File: src/z80_dp_macros.svh
`ifndef Z80_DP_MACROS_SVH
`define Z80_DP_MACROS_SVH

// ----------------------------------------------------------
// datapath widths, fixed by the Z80 architecture
// ----------------------------------------------------------

// one data byte
`define DP_BYTE_W     8
// one register pair as seen on the address output
`define DP_ADDR_W     16
// BC, DE and HL
`define DP_NUM_PAIRS  3

// ----------------------------------------------------------
// bit positions inside the F register
// ----------------------------------------------------------
`define FLAG_S   7
`define FLAG_Z   6
`define FLAG_H   4
`define FLAG_PV  2
`define FLAG_N   1
`define FLAG_C   0

`endif
File: src/z80_dp_pkg.sv
package z80_dp_pkg;

  // micro-operation carried on the op strobe, one per cycle
  typedef enum logic [3:0] {
    OP_NOP      = 4'd0,
    OP_LD_REG   = 4'd1,
    OP_LD_A     = 4'd2,
    OP_OUT_REG  = 4'd3,
    OP_OUT_A    = 4'd4,
    OP_OUT_PAIR = 4'd5,
    OP_ALU      = 4'd6,
    OP_EXX      = 4'd7,
    OP_EX_AF    = 4'd8
  } dp_op_e;

  // function of the 8-bit ALU, the order matters to alu8
  typedef enum logic [2:0] {
    ALU_ADD = 3'd0,
    ALU_ADC = 3'd1,
    ALU_SUB = 3'd2,
    ALU_AND = 3'd3,
    ALU_OR  = 3'd4,
    ALU_INC = 3'd5,
    ALU_CPL = 3'd6
  } alu_fn_e;

  // byte register select, bits 2:1 give the pair and bit 0 the low byte
  typedef enum logic [2:0] {
    REG_B = 3'd0,
    REG_C = 3'd1,
    REG_D = 3'd2,
    REG_E = 3'd3,
    REG_H = 3'd4,
    REG_L = 3'd5
  } reg_sel_e;

endpackage

File: src/z80_datapath.sv
`timescale 1ns/1ps
`include "z80_dp_macros.svh"

// top of the cut-down Z80 accumulator datapath
module z80_datapath import z80_dp_pkg::*; (
  input  logic                  clk,
  input  logic                  rst_n,
  input  logic                  op_valid,
  input  dp_op_e                op,
  input  alu_fn_e               alu_fn,
  input  reg_sel_e              reg_sel,
  input  logic [`DP_BYTE_W-1:0] data_in,
  output logic [`DP_BYTE_W-1:0] data_out,
  output logic                  data_valid,
  output logic [`DP_ADDR_W-1:0] addr_out,
  output logic                  addr_valid,
  output logic [`DP_BYTE_W-1:0] flags
);

  logic [`DP_NUM_PAIRS-1:0]            ld_hi;
  logic [`DP_NUM_PAIRS-1:0]            ld_lo;
  logic                                exx;
  logic [`DP_BYTE_W-1:0]               pair_d;
  logic                                ld_a;
  logic                                alu_en;
  logic                                ex_af;
  logic                                rd_reg;
  logic                                rd_a;
  logic                                rd_pair;
  logic [`DP_NUM_PAIRS*`DP_ADDR_W-1:0] pairs;
  logic [`DP_BYTE_W-1:0]               operand;
  logic [`DP_BYTE_W-1:0]               a_q;
  logic [`DP_BYTE_W-1:0]               alu_res;

  dp_decoder i_decoder (
    .op_valid (op_valid),
    .op       (op),
    .alu_fn   (alu_fn),
    .reg_sel  (reg_sel),
    .data_in  (data_in),
    .alu_res  (alu_res),
    .ld_hi    (ld_hi),
    .ld_lo    (ld_lo),
    .exx      (exx),
    .pair_d   (pair_d),
    .ld_a     (ld_a),
    .alu_en   (alu_en),
    .ex_af    (ex_af),
    .rd_reg   (rd_reg),
    .rd_a     (rd_a),
    .rd_pair  (rd_pair)
  );

  // BC, DE and HL in that order, pair 0 in the low bits of pairs
  for (genvar g = 0; g < `DP_NUM_PAIRS; g++) begin : g_pair
    reg_pair i_pair (
      .clk    (clk),
      .rst_n  (rst_n),
      .ld_hi  (ld_hi[g]),
      .ld_lo  (ld_lo[g]),
      .exx    (exx),
      .d      (pair_d),
      .pair_q (pairs[g*`DP_ADDR_W +: `DP_ADDR_W])
    );
  end

  acc_flags i_acc (
    .clk     (clk),
    .rst_n   (rst_n),
    .ld_a    (ld_a),
    .alu_en  (alu_en),
    .ex_af   (ex_af),
    .alu_fn  (alu_fn),
    .data_in (data_in),
    .operand (operand),
    .a_q     (a_q),
    .f_q     (flags),
    .alu_res (alu_res)
  );

  dp_read_mux i_read_mux (
    .clk        (clk),
    .rst_n      (rst_n),
    .pairs      (pairs),
    .reg_sel    (reg_sel),
    .a_q        (a_q),
    .rd_reg     (rd_reg),
    .rd_a       (rd_a),
    .rd_pair    (rd_pair),
    .operand    (operand),
    .data_out   (data_out),
    .data_valid (data_valid),
    .addr_out   (addr_out),
    .addr_valid (addr_valid)
  );

endmodule

File: src/dp_read_mux.sv
`timescale 1ns/1ps
`include "z80_dp_macros.svh"

// picks the operand byte and registers the data and address outputs
module dp_read_mux import z80_dp_pkg::*; (
  input  logic                                clk,
  input  logic                                rst_n,
  input  logic [`DP_NUM_PAIRS*`DP_ADDR_W-1:0] pairs,
  input  reg_sel_e                            reg_sel,
  input  logic [`DP_BYTE_W-1:0]               a_q,
  input  logic                                rd_reg,
  input  logic                                rd_a,
  input  logic                                rd_pair,
  output logic [`DP_BYTE_W-1:0]               operand,
  output logic [`DP_BYTE_W-1:0]               data_out,
  output logic                                data_valid,
  output logic [`DP_ADDR_W-1:0]               addr_out,
  output logic                                addr_valid
);

  logic [`DP_ADDR_W-1:0] sel_pair;

  // ----------------------------------------------------------
  // combinational operand path
  // ----------------------------------------------------------

  // a select past the last pair reads zero and is never acted on
  always_comb begin
    sel_pair = '0;
    for (int i = 0; i < `DP_NUM_PAIRS; i++) begin
      if (reg_sel[2:1] == 2'(i)) begin
        sel_pair = pairs[i*`DP_ADDR_W +: `DP_ADDR_W];
      end
    end
  end

  // even selects name the high byte
  assign operand = reg_sel[0] ? sel_pair[`DP_BYTE_W-1:0]
                              : sel_pair[`DP_ADDR_W-1:`DP_BYTE_W];

  // ----------------------------------------------------------
  // output registers, each value holds while its valid is low
  // ----------------------------------------------------------
  always_ff @(posedge clk or negedge rst_n) begin
    if (!rst_n) begin
      data_out   <= '0;
      data_valid <= 1'b0;
      addr_out   <= '0;
      addr_valid <= 1'b0;
    end else begin
      data_valid <= rd_reg || rd_a;
      addr_valid <= rd_pair;
      // the values sampled here are the state before this edge
      if (rd_a) begin
        data_out <= a_q;
      end else if (rd_reg) begin
        data_out <= operand;
      end
      if (rd_pair) begin
        addr_out <= sel_pair;
      end
    end
  end

endmodule

File: src/acc_flags.sv
`timescale 1ns/1ps
`include "z80_dp_macros.svh"

// the accumulator and flag register, their shadows, and the ALU that feeds them
module acc_flags import z80_dp_pkg::*; (
  input  logic                  clk,
  input  logic                  rst_n,
  input  logic                  ld_a,
  input  logic                  alu_en,
  input  logic                  ex_af,
  input  alu_fn_e               alu_fn,
  input  logic [`DP_BYTE_W-1:0] data_in,
  input  logic [`DP_BYTE_W-1:0] operand,
  output logic [`DP_BYTE_W-1:0] a_q,
  output logic [`DP_BYTE_W-1:0] f_q,
  output logic [`DP_BYTE_W-1:0] alu_res
);

  logic [`DP_BYTE_W-1:0] a_sh;
  logic [`DP_BYTE_W-1:0] f_sh;
  logic [`DP_BYTE_W-1:0] f_next;

  // A is always the left operand, the selected register the right one
  alu8 i_alu (
    .fn    (alu_fn),
    .a     (a_q),
    .b     (operand),
    .f_in  (f_q),
    .res   (alu_res),
    .f_out (f_next)
  );

  // ----------------------------------------------------------
  // A and F with the EX AF exchange
  // ----------------------------------------------------------
  always_ff @(posedge clk or negedge rst_n) begin
    if (!rst_n) begin
      a_q  <= '0;
      f_q  <= '0;
      a_sh <= '0;
      f_sh <= '0;
    end else if (ex_af) begin
      a_q  <= a_sh;
      f_q  <= f_sh;
      a_sh <= a_q;
      f_sh <= f_q;
    end else if (ld_a) begin
      a_q <= data_in;
    end else if (alu_en) begin
      f_q <= f_next;
      // the INC result belongs to the register pair, so A keeps its value
      if (alu_fn != ALU_INC) begin
        a_q <= alu_res;
      end
    end
  end

endmodule

File: src/alu8.sv
`timescale 1ns/1ps
`include "z80_dp_macros.svh"

// combinational 8-bit ALU with Z80 flag generation
module alu8 import z80_dp_pkg::*; (
  input  alu_fn_e               fn,
  input  logic [`DP_BYTE_W-1:0] a,
  input  logic [`DP_BYTE_W-1:0] b,
  input  logic [`DP_BYTE_W-1:0] f_in,
  output logic [`DP_BYTE_W-1:0] res,
  output logic [`DP_BYTE_W-1:0] f_out
);

  logic                  cin;
  logic [`DP_BYTE_W:0]   sum;
  logic [4:0]            sum_lo;
  logic [`DP_BYTE_W:0]   diff;
  logic [`DP_BYTE_W-1:0] inc;

  // carry in only for ADC
  assign cin = (fn == ALU_ADC) ? f_in[`FLAG_C] : 1'b0;

  // the top bit of each sum is the carry out of bit 7
  assign sum    = {1'b0, a} + {1'b0, b} + {{`DP_BYTE_W{1'b0}}, cin};
  // a separate nibble add gives the carry out of bit 3 for H
  assign sum_lo = {1'b0, a[3:0]} + {1'b0, b[3:0]} + {4'b0000, cin};
  // a borrow shows up as the top bit of the widened difference
  assign diff   = {1'b0, a} - {1'b0, b};
  // INC works on the selected register, which arrives on b
  assign inc    = b + 1'b1;

  always_comb begin
    res   = a;
    f_out = f_in;
    case (fn)
      ALU_ADD, ALU_ADC: begin
        res              = sum[`DP_BYTE_W-1:0];
        f_out[`FLAG_H]  = sum_lo[4];
        // overflow when both inputs share a sign that the result lost
        f_out[`FLAG_PV] = (a[7] == b[7]) && (res[7] != a[7]);
        f_out[`FLAG_N]  = 1'b0;
        f_out[`FLAG_C]  = sum[`DP_BYTE_W];
      end
      ALU_SUB: begin
        res              = diff[`DP_BYTE_W-1:0];
        // borrow from bit 4 means the low nibble of a was too small
        f_out[`FLAG_H]  = (a[3:0] < b[3:0]);
        f_out[`FLAG_PV] = (a[7] != b[7]) && (res[7] != a[7]);
        f_out[`FLAG_N]  = 1'b1;
        f_out[`FLAG_C]  = diff[`DP_BYTE_W];
      end
      ALU_AND: begin
        res              = a & b;
        f_out[`FLAG_H]  = 1'b1;
        // PV is even parity for the logic functions
        f_out[`FLAG_PV] = ~^res;
        f_out[`FLAG_N]  = 1'b0;
        f_out[`FLAG_C]  = 1'b0;
      end
      ALU_OR: begin
        res              = a | b;
        f_out[`FLAG_H]  = 1'b0;
        f_out[`FLAG_PV] = ~^res;
        f_out[`FLAG_N]  = 1'b0;
        f_out[`FLAG_C]  = 1'b0;
      end
      ALU_INC: begin
        // carry is left alone, only the half carry and overflow move
        res              = inc;
        f_out[`FLAG_H]  = (b[3:0] == 4'hf);
        f_out[`FLAG_PV] = (b == 8'h7f);
        f_out[`FLAG_N]  = 1'b0;
      end
      ALU_CPL: begin
        // the complement touches only H and N
        res              = ~a;
        f_out[`FLAG_H]  = 1'b1;
        f_out[`FLAG_N]  = 1'b1;
      end
      default: begin
        res = a;
      end
    endcase
    // S and Z track the result for every defined function below CPL
    if (fn < ALU_CPL) begin
      f_out[`FLAG_S] = res[7];
      f_out[`FLAG_Z] = (res == '0);
    end
    // bits 5 and 3 are not modelled and read as zero
    f_out[5] = 1'b0;
    f_out[3] = 1'b0;
  end

endmodule

File: src/reg_pair.sv
`timescale 1ns/1ps
`include "z80_dp_macros.svh"

// one register pair (BC, DE or HL) together with its shadow pair
module reg_pair (
  input  logic                  clk,
  input  logic                  rst_n,
  input  logic                  ld_hi,
  input  logic                  ld_lo,
  input  logic                  exx,
  input  logic [`DP_BYTE_W-1:0] d,
  output logic [`DP_ADDR_W-1:0] pair_q
);

  // main bytes are the ones visible to the rest of the datapath
  logic [`DP_BYTE_W-1:0] hi_q;
  logic [`DP_BYTE_W-1:0] lo_q;
  // shadow bytes are only reachable through the exchange
  logic [`DP_BYTE_W-1:0] hi_sh;
  logic [`DP_BYTE_W-1:0] lo_sh;

  // ----------------------------------------------------------
  // byte loads and the single-cycle exchange
  // ----------------------------------------------------------
  always_ff @(posedge clk or negedge rst_n) begin
    if (!rst_n) begin
      hi_q  <= '0;
      lo_q  <= '0;
      hi_sh <= '0;
      lo_sh <= '0;
    end else if (exx) begin
      // both halves swap at once, main and shadow trade places
      hi_q  <= hi_sh;
      lo_q  <= lo_sh;
      hi_sh <= hi_q;
      lo_sh <= lo_q;
    end else begin
      if (ld_hi) begin
        hi_q <= d;
      end
      if (ld_lo) begin
        lo_q <= d;
      end
    end
  end

  // high byte sits in the upper half, as B in BC
  assign pair_q = {hi_q, lo_q};

endmodule

File: src/dp_decoder.sv
`timescale 1ns/1ps
`include "z80_dp_macros.svh"

// turns the strobed micro-operation into load, exchange and read enables
module dp_decoder import z80_dp_pkg::*; (
  input  logic                     op_valid,
  input  dp_op_e                   op,
  input  alu_fn_e                  alu_fn,
  input  reg_sel_e                 reg_sel,
  input  logic [`DP_BYTE_W-1:0]    data_in,
  input  logic [`DP_BYTE_W-1:0]    alu_res,
  output logic [`DP_NUM_PAIRS-1:0] ld_hi,
  output logic [`DP_NUM_PAIRS-1:0] ld_lo,
  output logic                     exx,
  output logic [`DP_BYTE_W-1:0]    pair_d,
  output logic                     ld_a,
  output logic                     alu_en,
  output logic                     ex_af,
  output logic                     rd_reg,
  output logic                     rd_a,
  output logic                     rd_pair
);

  logic sel_ok;
  logic is_inc;
  logic wr_reg;

  // selects 6 and 7 name no register, so anything that uses them does nothing
  assign sel_ok = (reg_sel <= REG_L);
  assign is_inc = (op == OP_ALU) && (alu_fn == ALU_INC);

  // INC writes back into the selected byte just like a load does
  assign wr_reg = op_valid && sel_ok && ((op == OP_LD_REG) || is_inc);

  // one-hot byte enables, the pair index is the select divided by two
  always_comb begin
    for (int i = 0; i < `DP_NUM_PAIRS; i++) begin
      ld_hi[i] = wr_reg && (reg_sel[2:1] == 2'(i)) && !reg_sel[0];
      ld_lo[i] = wr_reg && (reg_sel[2:1] == 2'(i)) && reg_sel[0];
    end
  end

  // the pairs take the incremented byte during INC and data_in otherwise
  assign pair_d = is_inc ? alu_res : data_in;

  assign exx   = op_valid && (op == OP_EXX);
  assign ex_af = op_valid && (op == OP_EX_AF);
  assign ld_a  = op_valid && (op == OP_LD_A);

  // CPL works on A alone, every other ALU function reads the selected register
  assign alu_en = op_valid && (op == OP_ALU) && (sel_ok || (alu_fn == ALU_CPL));

  // read requests, each one turns into a one-cycle valid on the outputs
  assign rd_reg  = op_valid && (op == OP_OUT_REG) && sel_ok;
  assign rd_a    = op_valid && (op == OP_OUT_A);
  assign rd_pair = op_valid && (op == OP_OUT_PAIR) && sel_ok;

endmodule

File: config.mk
export PLATFORM = sky130hd
export DESIGN_NAME = z80_datapath
export DESIGN_NICKNAME = d
export VERILOG_FILES = /design/src/z80_dp_pkg.sv /design/src/z80_datapath.sv /design/src/dp_read_mux.sv /design/src/acc_flags.sv /design/src/alu8.sv /design/src/reg_pair.sv /design/src/dp_decoder.sv
export VERILOG_INCLUDE_DIRS = /design/src
export SDC_FILE = /design/constraint.sdc
export NUM_CORES = 1
export LEC_CHECK = 0
export ABC_AREA = 1
export ABC_CLOCK_PERIOD_IN_PS = 2300
export BUFFER_PORTS_ARGS = -buffer_cell sky130_fd_sc_hd__buf_2
export CORE_ASPECT_RATIO = 1.1
export CORE_UTILIZATION = 38
export DETAILED_ROUTE_END_ITERATION = 7
export SYNTH_ARGS = -nofsm -noshare
export SYNTH_HDL_FRONTEND = slang
export SYNTH_SLANG_ARGS = --single-unit
export TNS_END_PERCENT = 50
File: constraint.sdc
create_clock -name clk -period 2.3 [get_ports clk]
set_input_delay 0.46 -clock clk [delete_from_list [all_inputs] [get_ports clk]]
set_output_delay 0.46 -clock clk [all_outputs]
set_load 0.01 [all_outputs]
# ---- Word-level counts from Yosys, hierarchy flattened
# Cells that the tools add are included.
dict set report word_totals {
  regBits 154
  out_inout_bits 34
}
dict set report op_classes {
  addsub 6
  order_cmp 3
  n_eq_ne 24
  muxes 33
  n_bitwise 3
  n_reduce_logical 60
}
# operator n
set ops {}
lappend ops {{$mux 8} 23}
lappend ops {{$mux 16} 3}
lappend ops {{$pmux 8 s6} 1}
lappend ops {{$logic_and 1x1->1} 24}
lappend ops {{$reduce_bool 2->1} 9}
lappend ops {{$eq 4x3->1 const B} 4}
lappend ops {{$reduce_xnor 8->1} 2}
lappend ops {{$reduce_and 3->1} 5}
lappend ops {{$reduce_bool 6->1} 2}
lappend ops {{$pmux 1 s5} 2}
lappend ops {{$add 8x8->9} 1}
lappend ops {{$add 9x1->9} 1}
lappend ops {{$eq 3x3->1 const B} 3}
lappend ops {{$reduce_bool 3->1} 3}
lappend ops {{$sub 8x8->9} 1}
lappend ops {{$add 8x1->8 const B} 1}
lappend ops {{$and 8x8->8} 1}
lappend ops {{$eq 4x2->1 const B} 2}
lappend ops {{$eq 4x4->1 const B} 2}
lappend ops {{$eq 8x7->1 const B} 1}
lappend ops {{$logic_not 8->1} 1}
lappend ops {{$not 8->8} 1}
lappend ops {{$or 8x8->8} 1}
lappend ops {{$reduce_or 2->1} 4}
lappend ops {{other kinds (25)} 31}

# ---- Logic depth before layout (Yosys ltp)
dict set report depth {
  ltp_word 13
  ltp_mapped 23
  mapped_depth_nobuf 21
}

# ---- Modules after synthesis
# A second synthesis with hierarchy kept.
dict set report hier_totals {
  cells_unflattened 1273
  hier_area_um2 9620.5
}
# mod instances cells_each area_per_inst_um2 seq_area_each_um2
set by_module_without_submodules {}
lappend by_module_without_submodules {reg_pair 3 156 1398.8 800.8}
lappend by_module_without_submodules {alu8 1 345 1831.8 0.0}
lappend by_module_without_submodules {acc_flags 1 216 1651.6 800.8}
lappend by_module_without_submodules {dp_read_mux 1 174 1589.0 650.6}
lappend by_module_without_submodules {dp_decoder 1 70 351.6 0.0}

# ---- Worst setup path after synthesis
# OpenSTA, ideal clock, no wires.
dict set report synth_timing {
  path_kind {input-to-reg}
  startpoint {in reg_sel[1]}
  endpoint {reg g_pair[0].i_pair.hi_q[4]}
  t_arrival_ps 2781
  required_time_ps 2173
  slack_ps -608
  path_stages 20
  path_buffers 1
  path_cell_list {buf_6 > nor2_4 > nand2_1 > nand3_1 > nand2_1 > nand2_2 > inv_2 > fa_1 > inv_1 > fa_1 > a21oi_1 > o21ai_0 > xor2_1 > nor2_1 > nor2_1 > nand2_1 > nand2_1 > nand2_1 > o211ai_2 > o21bai_1}
}
dict set report synth_via {
  elab_chain_len 11
}
# item line_no
set synth_rtl {}
lappend synth_rtl {{start: declaration} z80_datapath.sv:11} ;# input reg_sel_e reg_sel,
lappend synth_rtl {{$logic_not 2->1} {dp_read_mux.sv:31, dp_decoder.sv:38}}
lappend synth_rtl {{$mux 16 (3 in a row)} dp_read_mux.sv:31} ;# if (reg_sel[2:1] == 2'(i)) begin
lappend synth_rtl {{$mux 8} dp_read_mux.sv:38} ;# assign operand = reg_sel[0] ? sel_pair[`DP_BYTE_W-1:0]
lappend synth_rtl {{$add 8x8->9} alu8.sv:24} ;# assign sum = {1'b0, a} + {1'b0, b} + {{`DP_BYTE_W{1'b0}}, cin};
lappend synth_rtl {{$add 9x1->9} alu8.sv:24}
lappend synth_rtl {{$pmux 8 s6} alu8.sv:35} ;# case (fn)
lappend synth_rtl {{$mux 8} dp_decoder.sv:44} ;# assign pair_d = is_inc ? alu_res : data_in;
lappend synth_rtl {{$mux 8} reg_pair.sv:38} ;# if (ld_hi) begin
lappend synth_rtl {{$mux 8} reg_pair.sv:31} ;# end else if (exx) begin
lappend synth_rtl {{end signal: assignment} reg_pair.sv:33} ;# hi_q <= hi_sh;
lappend synth_rtl {{end: declaration} reg_pair.sv:16} ;# logic [`DP_BYTE_W-1:0] hi_q;
# Several ways; a longest one is shown, not always the timed one. The select of a mux whose other input is x is not followed.
# A chain may end at the register's enable or synchronous reset.

# ---- Worst setup path after layout
dict set report layout_timing {
  startpoint {reg g_pair[2].i_pair.lo_q[0]}
  endpoint {reg i_acc.f_q[6]}
}
dict set report layout_via {
  elab_chain_len 10
}
# item line_no
set layout_rtl {}
lappend layout_rtl {{start: declaration} reg_pair.sv:17} ;# logic [`DP_BYTE_W-1:0] lo_q;
lappend layout_rtl {{start signal: assignment} reg_pair.sv:34} ;# lo_q <= lo_sh;
lappend layout_rtl {{$mux 16 *} dp_read_mux.sv:31}
lappend layout_rtl {{$mux 8 *} dp_read_mux.sv:38}
lappend layout_rtl {{$add 8x8->9} alu8.sv:24}
lappend layout_rtl {{$add 9x1->9} alu8.sv:24}
lappend layout_rtl {{$pmux 8 s6 *} alu8.sv:35}
lappend layout_rtl {{$logic_not 8->1 *} alu8.sv:87} ;# f_out[`FLAG_Z] = (res == '0);
lappend layout_rtl {{$mux 2 *} alu8.sv:85} ;# if (fn < ALU_CPL) begin
lappend layout_rtl {{$mux 8 *} acc_flags.sv:49} ;# end else if (alu_en) begin
lappend layout_rtl {{$mux 8 *} acc_flags.sv:47} ;# end else if (ld_a) begin
lappend layout_rtl {{$mux 8 *} acc_flags.sv:42} ;# end else if (ex_af) begin
lappend layout_rtl {{end signal: assignment} acc_flags.sv:44} ;# f_q <= f_sh;
lappend layout_rtl {{end signal: assignment} acc_flags.sv:50} ;# f_q <= f_next;
lappend layout_rtl {{end: declaration} acc_flags.sv:15} ;# output logic [`DP_BYTE_W-1:0] f_q,
# Every way passes the cells marked *; elsewhere a longest branch is shown, timed or not. The select of a mux whose other input is x is not followed.

==> summary.txt <==
Min path
  • Min-delay src: data_in[2]
  • Hold endpoint: i_acc.a_q[2]
  • HP Class: in2reg
  • Hold depth: 3

Yosys
  • Synth top area share: 43.7%
  • Seq cells post-synth: roughly 150
  • Warnings, synthesis: 0
  • Synth top area cells: dfrtp_1 (44%), nand2_1 (12%), o21ai_0 (6.2%)
  • Syn Nets: 1155
  • Synth Flop Type: dfrtp_1
  • Post-Syn Area: between 8000 and 9000 um2
  • Count leader, synth: nand2_1
  • EDFF count, synth: 0
  • Commonest cells in the netlist: nand2_1 (272), dfrtp_1 (154), inv_1 (131)
  • Netlist cell types: 51
  • Dominant cell type by area after synthesis: dfrtp_1
  • Post-synthesis cell count: 1102
  • Register area share after synthesis: between 40% and 50%
  • Post-synth ARST share: 100%
  • Syn avg cell area: 8.00 um2

Final layout
  • Synth-to-Final Area Change: 39.5%
  • Layout cells sized above 1: 35.0%
  • Layout Nets: 1423
  • Ant diodes: 0

Timing
  • Fin crit period: roughly 2.7 ns
  • Total negative setup slack: -16.80 ns
  • Max-slew violation count: 0
  • Slew headroom: approximately half
  • Final Hold Viols: 0
  • Worst-Margin Slew: 0.760 ns
  • PnR worst setup slack: -0.437 ns
  • Fmax: 0.365 GHz
  • Fin crit share: 119%
  • RSZ-0062 raised after global routing: true
  • Final Skew: 0.0147 ns
  • Final setup fails: 60

Worst setup path
  • Flop2flop setup slack: -0.44 ns
  • Critical Path RT: 2.66 ns
  • Critical Path End Type: flip-flop
  • Startpoint Class: flip-flop
  • CP Class: reg2reg
  • CP Max Fanout: 3
  • CP arrival: between 3 and 4 ns
  • Reg-to-reg critical path startpoint: g_pair[2].i_pair.lo_q[0]
  • Worst Reg2Reg Path Length in Cells: 18
  • Worst r2r dst: i_acc.f_q[6]

Route
  • DRT Pass-1 Iters: 5
  • DRC Markers: 0
  • Antenna viol nets, final: 0
  • Initial DRC count: between 500 and 600
  • Routed WL per cell: 16.8 um
  • Vias/cell: 5.03
  • Post-Route WL: 28300 um
  • Vias: ~8500

Pwr
  • Leak: 6.15 nW
  • Overall power: about 12 mW
  • Pwr dens: 1000 nW/um2
  • VDD IR-drop max: 0.558 mV

Die
  • Die footprint: 23800 um2
  • # IOs: 55
  • Rows: 58
  • Chip width: 147 um
  • Core area: 22800 um2
  • Die H: 162 um
  • Starting Density: 38.7%

GRT
  • First-pass GRT wire length: 45000 um
  • GRT overflow: 0
  • Overall routing resource usage: between 20% and 30%
  • Pin count of the biggest net entering global routing: 103
  • Antenna violations before repair: 0
  • Vias in the first global route: roughly 8500

Clock tree
  • Clock tree buffer depth: 2
  • Clk_lat worst skew: 0.43 ns
  • Clock root buffer: clkbuf_16
  • CTS tree: done
  • CTS Sinks: 154
  • Clock transition at the registers of the reported paths: 0.07 ns
  • Htree depth: 4
  • CTS buffer count: 17

Placed design
  • PortBufs: 54
  • Detail Placement HPWL: 21300 um
  • GPL Wtd Cong: roughly 0.9

Run status
  • Status: finished, violations left
  • Failing checks: negative setup slack

Flow run
  • # Max-Cap Violations: 0
==> layout by cell type (no fill, tap or decap), drive strengths merged, types with 2 or more instances in the layout <==
master	count
o211ai	6
a211oi	3
nand2	284
o22ai	7
o221ai	27
nand3b	2
dfrtp	154
xnor2	10
o21ai	116
o31ai	2
fa	3
nor3	4
nand4	8
a22oi	8
xor2	5
inv	154
a21oi	27
mux2	15
clkinv	5
nor2	67
ha	29
clkinvlp	2
o21bai	13
clkbuf	20
a221oi	10
nand3	108
buf	285
==> final cells by class <==
type | count | area [um2]
Inverter | 149 | 564
Clock inverter | 13 | 134
Sequential cell | 154 | 3850
Timing Repair Buffer | 287 | 2220
Tap cell | 300 | 375
Clock buffer | 19 | 433
Multi-Input combinational cell | 761 | 4730
Fill cell | 2146 | 10500
==> metal layers <==
metal	wire length (um)	vias up	GRT usage, %
li1	-	4188	-
met1	12100	4080	29.5
met2	14400	160	43.7
met3	758	45	2.81
met4	1030	0	11.3
met5	0	-	0
==> state kept, by name, indices dropped and copies added (netlist names), 16 cells and up <==
signal / cells
g_pair.i_pair.hi_q: 24
g_pair.i_pair.hi_sh: 24
g_pair.i_pair.lo_sh: 24
i_read_mux.addr_out: 16
g_pair.i_pair.lo_q: 24
==> timing repair <==
action,4_1_cts,5_1_grt
hold buffers,1,0
setup endpoints to repair,60,60
setup buffers,5,7
cloned,0,1
hold endpoints to repair,44,0
resized for setup,55,62
pin swaps,34,31
==> cell families (layout without fill, tap and decap cells) <==
| kind of cell | after synthesis | after routing | share of synthesized area [%] |
|---|---|---|---|
| compound gates | 223 | 223 | 15.6 |
| xor+xnor | 15 | 15 | 1.49 |
| fa+ha+maj | 32 | 32 | 4.80 |
| buf+inv | 187 | 468 | 8.70 |
| flops | 154 | 154 | 43.7 |
| mux | 15 | 15 | 1.92 |
| simple gates | 476 | 476 | 23.8 |
==> critical path: stages, from the launching register on <==
cell and delay [ns]:
dfrtp_1 0.42, nand3_2 0.08, nand3_2 0.08, nand2_1 0.08, nand2_2 0.09, inv_2 0.08
fa_2 0.20, inv_2 0.05, fa_2 0.39, buf_4 0.16, o21ai_1 0.10, nand3_1 0.11
nor2_1 0.14, nand2_1 0.11, a21oi_2 0.22, nand3_2 0.12, nor2_4 0.10, nand3_2 0.06
nand2_1 0.07
==> power by group <==
group	switching [mW]	internal, mW
clock	1.23	1.52
sequential	0.477	3.53
combinational	2.92	2.66
==> per-stage QoR <==
step / cells / hold slack [ns] / setup WS [ns] / utilization, % / area, um2
2_1_floorplan: 1102 / 0.164 / -0.429 / - / 8940
3_3_place_gp: 1637 / 0.434 / -0.921 / 49.0 / 11200
3_5_place_dp: 1637 / 0.429 / -0.948 / 49.0 / 11200
4_1_cts: 1675 / 0.402 / -0.387 / 52.5 / 12000
5_1_grt: 1683 / 0.426 / -0.576 / 54.0 / 12300
6_report: 1683 / 0.402 / -0.437 / 54.0 / 12300
==> worst max-delay path by stage <==
stage,startpoint,to,slack [ns],cells past startpoint
detailed placement,reg_sel[1],g_pair[1].i_pair.lo_q[7],-0.95,21
global placement,reg_sel[1],g_pair[0].i_pair.hi_q[7],-0.92,21
CTS,g_pair[2].i_pair.lo_q[0],i_acc.f_q[6],-0.39,20
finish,g_pair[2].i_pair.lo_q[0],i_acc.f_q[6],-0.44,18
global route,g_pair[2].i_pair.hi_q[0],g_pair[2].i_pair.hi_q[6],-0.58,20
floorplan,reg_sel[1],i_acc.f_q[6],-0.43,19
No activity file was read; power rests on OpenSTA's default activity.
